**src/hl_pkg.sv**
```systemverilog
//////////////////////////////////////////////////////////////////////
// shared constants and command word type for the control-clock slice
// imported by the control, config, status and response blocks
//////////////////////////////////////////////////////////////////////

package hl_pkg;

  //////////////////////////////////////////////////////////////////////
  // widths

  localparam int CMD_ADDR_W = 6;
  localparam int CMD_DATA_W = 32;
  localparam int RESP_W     = 40;
  localparam int MAC_W      = 48;

  //////////////////////////////////////////////////////////////////////
  // command addresses handled on the control clock

  // data word carries the fixed IP address
  localparam logic [CMD_ADDR_W-1:0] ADDR_STATIC_IP  = 6'h3a;
  // data word carries alternate MAC tail and EEPROM config byte
  localparam logic [CMD_ADDR_W-1:0] ADDR_MAC_CFG    = 6'h3b;
  // clears sticky receiver clip and good-level flags
  localparam logic [CMD_ADDR_W-1:0] ADDR_CLR_STATUS = 6'h3c;

  //////////////////////////////////////////////////////////////////////
  // identity

  // board MAC 00:1c:c0:a2:13:dd
  localparam logic [MAC_W-1:0] MAC_BASE = 48'h00_1c_c0_a2_13_dd;

  localparam logic [7:0] VERSION_MAJOR = 8'd68;
  localparam logic [7:0] VERSION_MINOR = 8'd4;

  // config byte bit that swaps in the alternate MAC tail
  localparam int CFG_ALT_MAC_BIT = 6;

  //////////////////////////////////////////////////////////////////////
  // command data word, decoded per address

  typedef struct packed {
    logic [15:0] alt_mac;
    logic [7:0]  eeprom_config;
    logic [7:0]  reserved;
  } mac_cfg_t;

  typedef union packed {
    logic [CMD_DATA_W-1:0] ip;
    mac_cfg_t              mac_cfg;
  } cmd_word_u;

endpackage
```
**src/hl_ctrl_top.sv**
```systemverilog
//////////////////////////////////////////////////////////////////////
// control-clock top level of the radio core
// ties command decode, config registers, status and response together
//////////////////////////////////////////////////////////////////////

`timescale 1ns/1ns

module hl_ctrl_top (
  input  logic                          clk_ctrl,
  input  logic                          reset_i,
  // host command
  input  logic                          cmd_rqst_i,
  input  logic [hl_pkg::CMD_ADDR_W-1:0] cmd_addr_i,
  input  logic [hl_pkg::CMD_DATA_W-1:0] cmd_data_i,
  input  logic                          cmd_ptt_i,
  input  logic                          cmd_requires_resp_i,
  // board io
  input  logic                          io_tx_inhibit_i,
  input  logic                          io_alternate_mac_i,
  // levels from other clock domains
  input  logic                          rxclip_i,
  input  logic                          rxgoodlvl_i,
  input  logic                          run_i,
  // outputs
  output logic                          tx_on_o,
  output logic [hl_pkg::MAC_W-1:0]      local_mac_o,
  output logic [hl_pkg::CMD_DATA_W-1:0] static_ip_o,
  output logic [7:0]                    eeprom_config_o,
  output logic [hl_pkg::RESP_W-1:0]     resp_o,
  output logic                          resp_rqst_o,
  output logic                          io_led_run_o
);

  import hl_pkg::*;

  logic                  ip_we;
  logic                  mac_cfg_we;
  logic                  clr_status;
  cmd_word_u             cmd_word;
  logic                  resp_load;
  logic [CMD_ADDR_W-1:0] resp_addr;
  logic                  resp_ptt;
  logic                  clip_sticky;
  logic                  goodlvl_sticky;

  cmd_ctrl cmd_ctrl_i (
    .clk_ctrl            (clk_ctrl),
    .reset_i             (reset_i),
    .cmd_rqst_i          (cmd_rqst_i),
    .cmd_addr_i          (cmd_addr_i),
    .cmd_data_i          (cmd_data_i),
    .cmd_ptt_i           (cmd_ptt_i),
    .cmd_requires_resp_i (cmd_requires_resp_i),
    .io_tx_inhibit_i     (io_tx_inhibit_i),
    .ip_we_o             (ip_we),
    .mac_cfg_we_o        (mac_cfg_we),
    .clr_status_o        (clr_status),
    .cmd_word_o          (cmd_word),
    .resp_load_o         (resp_load),
    .resp_addr_o         (resp_addr),
    .resp_ptt_o          (resp_ptt),
    .tx_on_o             (tx_on_o)
  );

  cfg_regs cfg_regs_i (
    .clk_ctrl           (clk_ctrl),
    .reset_i            (reset_i),
    .ip_we_i            (ip_we),
    .mac_cfg_we_i       (mac_cfg_we),
    .cmd_word_i         (cmd_word),
    .io_alternate_mac_i (io_alternate_mac_i),
    .static_ip_o        (static_ip_o),
    .eeprom_config_o    (eeprom_config_o),
    .local_mac_o        (local_mac_o)
  );

  // run level drives the LED directly
  status_monitor status_monitor_i (
    .clk_ctrl         (clk_ctrl),
    .reset_i          (reset_i),
    .rxclip_i         (rxclip_i),
    .rxgoodlvl_i      (rxgoodlvl_i),
    .run_i            (run_i),
    .clr_status_i     (clr_status),
    .clip_sticky_o    (clip_sticky),
    .goodlvl_sticky_o (goodlvl_sticky),
    .run_sync_o       (io_led_run_o)
  );

  resp_builder resp_builder_i (
    .clk_ctrl         (clk_ctrl),
    .reset_i          (reset_i),
    .resp_load_i      (resp_load),
    .resp_addr_i      (resp_addr),
    .resp_ptt_i       (resp_ptt),
    .tx_on_i          (tx_on_o),
    .clip_sticky_i    (clip_sticky),
    .goodlvl_sticky_i (goodlvl_sticky),
    .run_sync_i       (io_led_run_o),
    .eeprom_config_i  (eeprom_config_o),
    .resp_o           (resp_o),
    .resp_rqst_o      (resp_rqst_o)
  );

endmodule

```
**src/resp_builder.sv**
```systemverilog
//////////////////////////////////////////////////////////////////////
// response word assembly for host commands
// one load gives a 40-bit status word and a single-cycle strobe
//////////////////////////////////////////////////////////////////////

`timescale 1ns/1ns

module resp_builder (
  input  logic                          clk_ctrl,
  input  logic                          reset_i,
  input  logic                          resp_load_i,
  input  logic [hl_pkg::CMD_ADDR_W-1:0] resp_addr_i,
  input  logic                          resp_ptt_i,
  input  logic                          tx_on_i,
  input  logic                          clip_sticky_i,
  input  logic                          goodlvl_sticky_i,
  input  logic                          run_sync_i,
  input  logic [7:0]                    eeprom_config_i,
  output logic [hl_pkg::RESP_W-1:0]     resp_o,
  output logic                          resp_rqst_o
);

  import hl_pkg::*;

  logic [7:0]        echo_byte;
  logic [7:0]        status_byte;
  logic [RESP_W-1:0] resp_d;

  // ptt and echoed command address
  assign echo_byte   = {resp_ptt_i, 1'b0, resp_addr_i};
  // receiver and transmit state, low nibble spare
  assign status_byte = {clip_sticky_i, goodlvl_sticky_i, tx_on_i, run_sync_i, 4'h0};

  assign resp_d = {echo_byte, status_byte, VERSION_MAJOR, VERSION_MINOR, eeprom_config_i};

  //////////////////////////////////////////////////////////////////////
  // response register

  always_ff @(posedge clk_ctrl) begin
    if (reset_i) begin
      resp_o      <= '0;
      resp_rqst_o <= 1'b0;
    end else begin
      resp_rqst_o <= resp_load_i;
      // word is held until the next load
      if (resp_load_i) begin
        resp_o <= resp_d;
      end
    end
  end

  // request spacing upstream keeps response strobes single
  a_resp_single: assert property (
    @(posedge clk_ctrl) disable iff (reset_i)
    resp_rqst_o |=> !resp_rqst_o
  );

endmodule

```
**src/status_monitor.sv**
```systemverilog
//////////////////////////////////////////////////////////////////////
// receiver status and run level brought onto the control clock
// clip and good-level stay set until the host clears them
//////////////////////////////////////////////////////////////////////

`timescale 1ns/1ns

module status_monitor (
  input  logic clk_ctrl,
  input  logic reset_i,
  input  logic rxclip_i,
  input  logic rxgoodlvl_i,
  input  logic run_i,
  input  logic clr_status_i,
  output logic clip_sticky_o,
  output logic goodlvl_sticky_o,
  output logic run_sync_o
);

  // bit 2 run, bit 1 good level, bit 0 clip
  logic [2:0] meta_q;
  logic [2:0] sync_q;

  //////////////////////////////////////////////////////////////////////
  // two-flop level synchronizers

  always_ff @(posedge clk_ctrl) begin
    if (reset_i) begin
      meta_q <= '0;
      sync_q <= '0;
    end else begin
      meta_q <= {run_i, rxgoodlvl_i, rxclip_i};
      sync_q <= meta_q;
    end
  end

  //////////////////////////////////////////////////////////////////////
  // sticky flags, clear has priority

  always_ff @(posedge clk_ctrl) begin
    if (reset_i) begin
      clip_sticky_o    <= 1'b0;
      goodlvl_sticky_o <= 1'b0;
      run_sync_o       <= 1'b0;
    end else begin
      if (clr_status_i) begin
        clip_sticky_o    <= 1'b0;
        goodlvl_sticky_o <= 1'b0;
      end else begin
        clip_sticky_o    <= clip_sticky_o | sync_q[0];
        goodlvl_sticky_o <= goodlvl_sticky_o | sync_q[1];
      end
      // same latency as the sticky bits
      run_sync_o <= sync_q[2];
    end
  end

  // a clear command always lands, even with the flag still asserted upstream
  a_clear_wins: assert property (
    @(posedge clk_ctrl) disable iff (reset_i)
    clr_status_i |=> !clip_sticky_o && !goodlvl_sticky_o
  );

endmodule

```
**src/cfg_regs.sv**
```systemverilog
//////////////////////////////////////////////////////////////////////
// network configuration registers and local MAC selection
// loaded from command write strobes, read by the network side
//////////////////////////////////////////////////////////////////////

`timescale 1ns/1ns

module cfg_regs (
  input  logic                          clk_ctrl,
  input  logic                          reset_i,
  input  logic                          ip_we_i,
  input  logic                          mac_cfg_we_i,
  input  hl_pkg::cmd_word_u             cmd_word_i,
  input  logic                          io_alternate_mac_i,
  output logic [hl_pkg::CMD_DATA_W-1:0] static_ip_o,
  output logic [7:0]                    eeprom_config_o,
  output logic [hl_pkg::MAC_W-1:0]      local_mac_o
);

  import hl_pkg::*;

  logic [15:0] alt_mac_q;
  logic [15:0] alt_mac_d;
  logic [7:0]  cfg_d;

  // next values, so the MAC follows a config write without extra delay
  always_comb begin
    alt_mac_d = alt_mac_q;
    cfg_d     = eeprom_config_o;
    if (mac_cfg_we_i) begin
      alt_mac_d = cmd_word_i.mac_cfg.alt_mac;
      cfg_d     = cmd_word_i.mac_cfg.eeprom_config;
    end
  end

  always_ff @(posedge clk_ctrl) begin
    if (reset_i) begin
      static_ip_o     <= '0;
      alt_mac_q       <= '0;
      eeprom_config_o <= '0;
      local_mac_o     <= '0;
    end else begin
      if (ip_we_i) begin
        static_ip_o <= cmd_word_i.ip;
      end
      alt_mac_q       <= alt_mac_d;
      eeprom_config_o <= cfg_d;
      if (cfg_d[CFG_ALT_MAC_BIT]) begin
        // vendor prefix kept, low two bytes from host
        local_mac_o <= {MAC_BASE[MAC_W-1:16], alt_mac_d};
      end else begin
        // strap pin selects between two board addresses
        local_mac_o <= {MAC_BASE[MAC_W-1:2], ~io_alternate_mac_i, MAC_BASE[0]};
      end
    end
  end

endmodule

```
**src/cmd_ctrl.sv**
```systemverilog
//////////////////////////////////////////////////////////////////////
// host command decode on the control clock
// issues register write and clear strobes, response requests, tx enable
//////////////////////////////////////////////////////////////////////

`timescale 1ns/1ns

module cmd_ctrl (
  input  logic                          clk_ctrl,
  input  logic                          reset_i,
  input  logic                          cmd_rqst_i,
  input  logic [hl_pkg::CMD_ADDR_W-1:0] cmd_addr_i,
  input  logic [hl_pkg::CMD_DATA_W-1:0] cmd_data_i,
  input  logic                          cmd_ptt_i,
  input  logic                          cmd_requires_resp_i,
  input  logic                          io_tx_inhibit_i,
  output logic                          ip_we_o,
  output logic                          mac_cfg_we_o,
  output logic                          clr_status_o,
  output hl_pkg::cmd_word_u             cmd_word_o,
  output logic                          resp_load_o,
  output logic [hl_pkg::CMD_ADDR_W-1:0] resp_addr_o,
  output logic                          resp_ptt_o,
  output logic                          tx_on_o
);

  import hl_pkg::*;

  logic hit_ip;
  logic hit_mac_cfg;
  logic hit_clr;
  logic ptt_q;
  logic ptt_d;

  //////////////////////////////////////////////////////////////////////
  // address decode

  assign hit_ip      = cmd_rqst_i && (cmd_addr_i == ADDR_STATIC_IP);
  assign hit_mac_cfg = cmd_rqst_i && (cmd_addr_i == ADDR_MAC_CFG);
  assign hit_clr     = cmd_rqst_i && (cmd_addr_i == ADDR_CLR_STATUS);

  // ptt as it will stand after this edge
  assign ptt_d = cmd_rqst_i ? cmd_ptt_i : ptt_q;

  //////////////////////////////////////////////////////////////////////
  // control state

  always_ff @(posedge clk_ctrl) begin
    if (reset_i) begin
      ip_we_o      <= 1'b0;
      mac_cfg_we_o <= 1'b0;
      clr_status_o <= 1'b0;
      resp_load_o  <= 1'b0;
      ptt_q        <= 1'b0;
      tx_on_o      <= 1'b0;
    end else begin
      ip_we_o      <= hit_ip;
      mac_cfg_we_o <= hit_mac_cfg;
      clr_status_o <= hit_clr;
      resp_load_o  <= cmd_rqst_i && cmd_requires_resp_i;
      ptt_q        <= ptt_d;
      // inhibit takes effect one cycle later, even without a request
      tx_on_o      <= ptt_d && !io_tx_inhibit_i;
    end
  end

  // payload captured with every request
  always_ff @(posedge clk_ctrl) begin
    if (cmd_rqst_i) begin
      cmd_word_o  <= cmd_word_u'(cmd_data_i);
      resp_addr_o <= cmd_addr_i;
      resp_ptt_o  <= cmd_ptt_i;
    end
  end

  //////////////////////////////////////////////////////////////////////
  // checks

  // host side spaces its strobes at least two cycles apart
  a_rqst_spacing: assert property (
    @(posedge clk_ctrl) disable iff (reset_i)
    cmd_rqst_i |=> !cmd_rqst_i
  );

  // write and clear strobes are mutually exclusive
  a_strobe_onehot: assert property (
    @(posedge clk_ctrl) disable iff (reset_i)
    $onehot0({ip_we_o, mac_cfg_we_o, clr_status_o})
  );

endmodule

```
**config.mk**
```make
export PLATFORM = sky130hd
export DESIGN_NAME = hl_ctrl_top
export DESIGN_NICKNAME = d
export VERILOG_FILES = /design/src/hl_pkg.sv /design/src/hl_ctrl_top.sv /design/src/resp_builder.sv /design/src/status_monitor.sv /design/src/cfg_regs.sv /design/src/cmd_ctrl.sv
export SDC_FILE = /design/constraint.sdc
export NUM_CORES = 1
export LEC_CHECK = 0
export ABC_AREA = 0
export BUFFER_PORTS_ARGS = -buffer_cell sky130_fd_sc_hd__buf_4
export CELL_PAD_IN_SITES_DETAIL_PLACEMENT = 1
export CELL_PAD_IN_SITES_GLOBAL_PLACEMENT = 1
export CORE_UTILIZATION = 41
export CTS_CLUSTER_DIAMETER = 80
export DETAILED_ROUTE_END_ITERATION = 12
export GPL_TIMING_DRIVEN = 0
export PLACE_DENSITY = 0.88
export SYNTH_ARGS = -nofsm -noshare
export SYNTH_HDL_FRONTEND = slang
export SYNTH_SLANG_ARGS = --single-unit
```
**constraint.sdc**
```tcl
create_clock -name clk_ctrl -period 3.3 [get_ports clk_ctrl]
set_input_delay 0.165 -clock clk_ctrl [delete_from_list [all_inputs] [get_ports clk_ctrl]]
set_output_delay 0.165 -clock clk_ctrl [all_outputs]
set_load 0.02 [all_outputs]
```
==> qor.txt <==
Reg clk slew, reported paths -> 0.06 ns
CTS root buffer -> clkbuf_16
actual slew at the worst max-slew pin -> 0.609 ns
Max-cap violations -> 0
CP Max Fanout -> 41
crit-path cells -> buf_4, nor2b_1, nand4_1, nor4b_1, dlygate4sd3_1
Seq/Total Area, Yosys -> 65.1%
vias in the first global route -> 4041
maximum VDD drop -> 322 uV
Net Switching -> 945 uW
Clock Latency Late Sink -> 0.42 ns
DR WL/cell -> 17.1 um
clock network power share -> 45.1%
Slew Limit Fails -> 0
Fin Setup TNS -> 0 ns
internal power -> 3210 uW
Syn. warnings -> 0
proportion of layout cells with a drive suffix above 1 -> 34.8%
IO buf count -> 135
count of final hold-check violations -> 0
cts bufs inserted -> 17
Die H -> 114 um
RSZ-0062 raised after global routing -> no
Die W -> 114 um
P&R area growth vs syn -> 46.9%
Net Sw Frac -> 22.7%
Comb power frac -> 7.7%
core area -> 12100 um2
commonest non-fill, non-tap cell in the layout -> buf_4
Initial Util -> 42.6%
via count -> 3704
Post-CTS Setup Inserts -> 0
drc violations -> 0
final worst-path cycle share -> 55.2%
Synth Area per Inst -> 12.5 um2
slowest stage delay, CP -> 0.64 ns
synthesized area -> 5150 um2
run status -> finished, final reports clean
initial antenna violation count -> 0
CP Capture Type -> flip-flop
ANT nets after route -> 0
GR Util All Layers -> 22.8%
dpl hpwl -> 9010 um
Final setup viols -> 0
Vias/cell -> 4.44
Tmin final -> 1.82 ns
number of I/O pins -> 179
Hold Crit Class -> in -> reg
fmax -> 0.549 GHz
clock skew -> 0.00765 ns
Final GP Congestion -> 0.727
WP data required -> 3.64 ns
Final #Nets -> 702
most frequent cells in the layout -> buf_4 (188), dfxtp_1 (109), nor2_1 (80)
Detailed Routing Iterations Pass 1 -> 4
die area -> 13000 um2
Synth Register Bits -> 148
FP Rows -> 40
Hold Slack -> 0.0592 ns
CTS tree -> built
Diodes inserted -> 0
worst setup path category -> in -> reg
Lkg Pwr -> 0.00325 uW
GRT overflow -> 0
Iter 0 DRT Violations -> 89
CTS max path bufs -> 2
CP delay by family, top -> buffers and inverters
area share of the largest cell type after synthesis -> 42.3%
largest area contributor in the netlist -> dfxtp_1
slowest CP cell -> dlygate4sd3_1
total wire length -> 14300 um
top cells by area, synth -> dfxtp_1 (42%), edfxtp_1 (23%), mux2i_1 (15%)
CP arrival -> 2.17 ns
buffers and inverters on the worst path -> 2
H-tree depth -> 4
startpoint types -> input pin
Mapped Cells -> 413
Reg power frac -> 47.2%
Relative slew margins -> 59.4%
clock sink count -> 148
largest net degree at the start of global routing -> 42
Power Density -> 549 nW/um2
post-synthesis cell type count -> 21
first-pass GRT wire length -> 21700 um
logic make-up (layout without fill, tap and decap cells):
group | Yosys count | count (layout) | share of synthesized area, %
compound gates | 1 | 1 | 0.291
buf+inv | 74 | 287 | 9.74
flops | 148 | 148 | 65.1
mux | 76 | 76 | 15.0
other cells | 1 | 42 | 0.0728
simple gates | 113 | 113 | 9.83
flip-flops by register name, summed over array words and instances, names as in the netlist:
register / count
cmd_ctrl_i.tx_on_o: 1
cmd_ctrl_i.ip_we_o: 1
cfg_regs_i.local_mac_o: 17
cmd_ctrl_i.resp_addr_o: 6
cmd_ctrl_i.cmd_word_o: 32
cmd_ctrl_i.clr_status_o: 1
status_monitor_i.meta_q: 3
cmd_ctrl_i.resp_load_o: 1
status_monitor_i.goodlvl_sticky_o: 1
cmd_ctrl_i.resp_ptt_o: 1
status_monitor_i.run_sync_o: 1
cfg_regs_i.alt_mac_q: 16
cfg_regs_i.eeprom_config_o: 8
cmd_ctrl_i.ptt_q: 1
status_monitor_i.sync_q: 3
resp_builder_i.resp_rqst_o: 1
resp_builder_i.resp_o: 20
status_monitor_i.clip_sticky_o: 1
cfg_regs_i.static_ip_o: 32
cmd_ctrl_i.mac_cfg_we_o: 1
area by class of cell:
cell class	instances	area, um2
timing repair buffer	181	1470
multi-input combinational	232	1450
clock buffer	18	439
sequential	148	3350
buffer	73	498
inverter	1	3.75
clock inverter	14	138
fill	1298	4540
tap	168	210
final timing paths:
kind                                               from                                       to  slack [ns]  cells past startpoint
setup / recovery                             cmd_rqst_i       cmd_ctrl_i.clr_status_o$_SDFF_PP0_        1.48                      5
hold / removal                                  reset_i    cfg_regs_i.local_mac_o[35]$_SDFF_PP0_        0.06                      2
setup reg to reg          cmd_ctrl_i.ip_we_o$_SDFF_PP0_  cfg_regs_i.static_ip_o[14]$_SDFFE_PP0P_        1.81                      4
hold reg to reg   status_monitor_i.meta_q[0]$_SDFF_PP0_    status_monitor_i.sync_q[0]$_SDFF_PP0_        0.44                      1
synth_stat cells, drive strengths merged:
cell type and count:
dfxtp 109, inv 1, mux2i 76, or2 9, a2bb2oi 1, nor4bb 1
nand4 1, nor2 80, edfxtp 39, nor2b 9, buf 69, conb 1
nor4b 2, and2 2, clkbuf 4, nor3 9
through the flow:
| stage | area (um2) | instances | util [%] | total power (uW) | setup slack, ns |
|---|---|---|---|---|---|
| 2_1_floorplan | 5310 | 454 | - | 2150 | 2.08 |
| 3_3_place_gp | 6530 | 757 | 53.9 | 2250 | 1.84 |
| 3_5_place_dp | 6530 | 757 | 53.9 | 2270 | 1.79 |
| 4_1_cts | 7570 | 835 | 62.5 | 4170 | 1.68 |
| 5_1_grt | 7570 | 835 | 62.5 | 4290 | 1.30 |
| 6_report | 7570 | 835 | 62.5 | 4160 | 1.48 |
timing repair:
action / 4_1_cts / 5_1_grt
hold endpoints to repair: 48 / 0
setup endpoints to repair: 0 / 0
resized for setup: 0 / 0
hold buffers: 46 / 0
metal layers:
layer	global-route usage [%]	routed length, um	share of wire [%]
met2	44.8	7990	56
met1	22.8	5390	38
met4	9.18	268	1.9
met3	5.35	620	4.3
met5	0	0	0
worst reg2reg max path, stage by stage, from the launching register on:
cell	delay, ns
dfxtp_1	0.33
clkbuf_1	0.28
buf_2	0.40
mux2i_1	0.28
nor2_1	0.06
power by group through the flow:
stage / Sequential (uW) / Clock, uW / Combinational, uW
global route: 1960 / 1980 / 342
CTS: 1960 / 1890 / 316
floorplan: 2000 / 0 / 145
global placement: 1990 / 0 / 262
detailed placement: 2000 / 0 / 270
finish: 1960 / 1880 / 321
(Power assumes the default switching activity.)
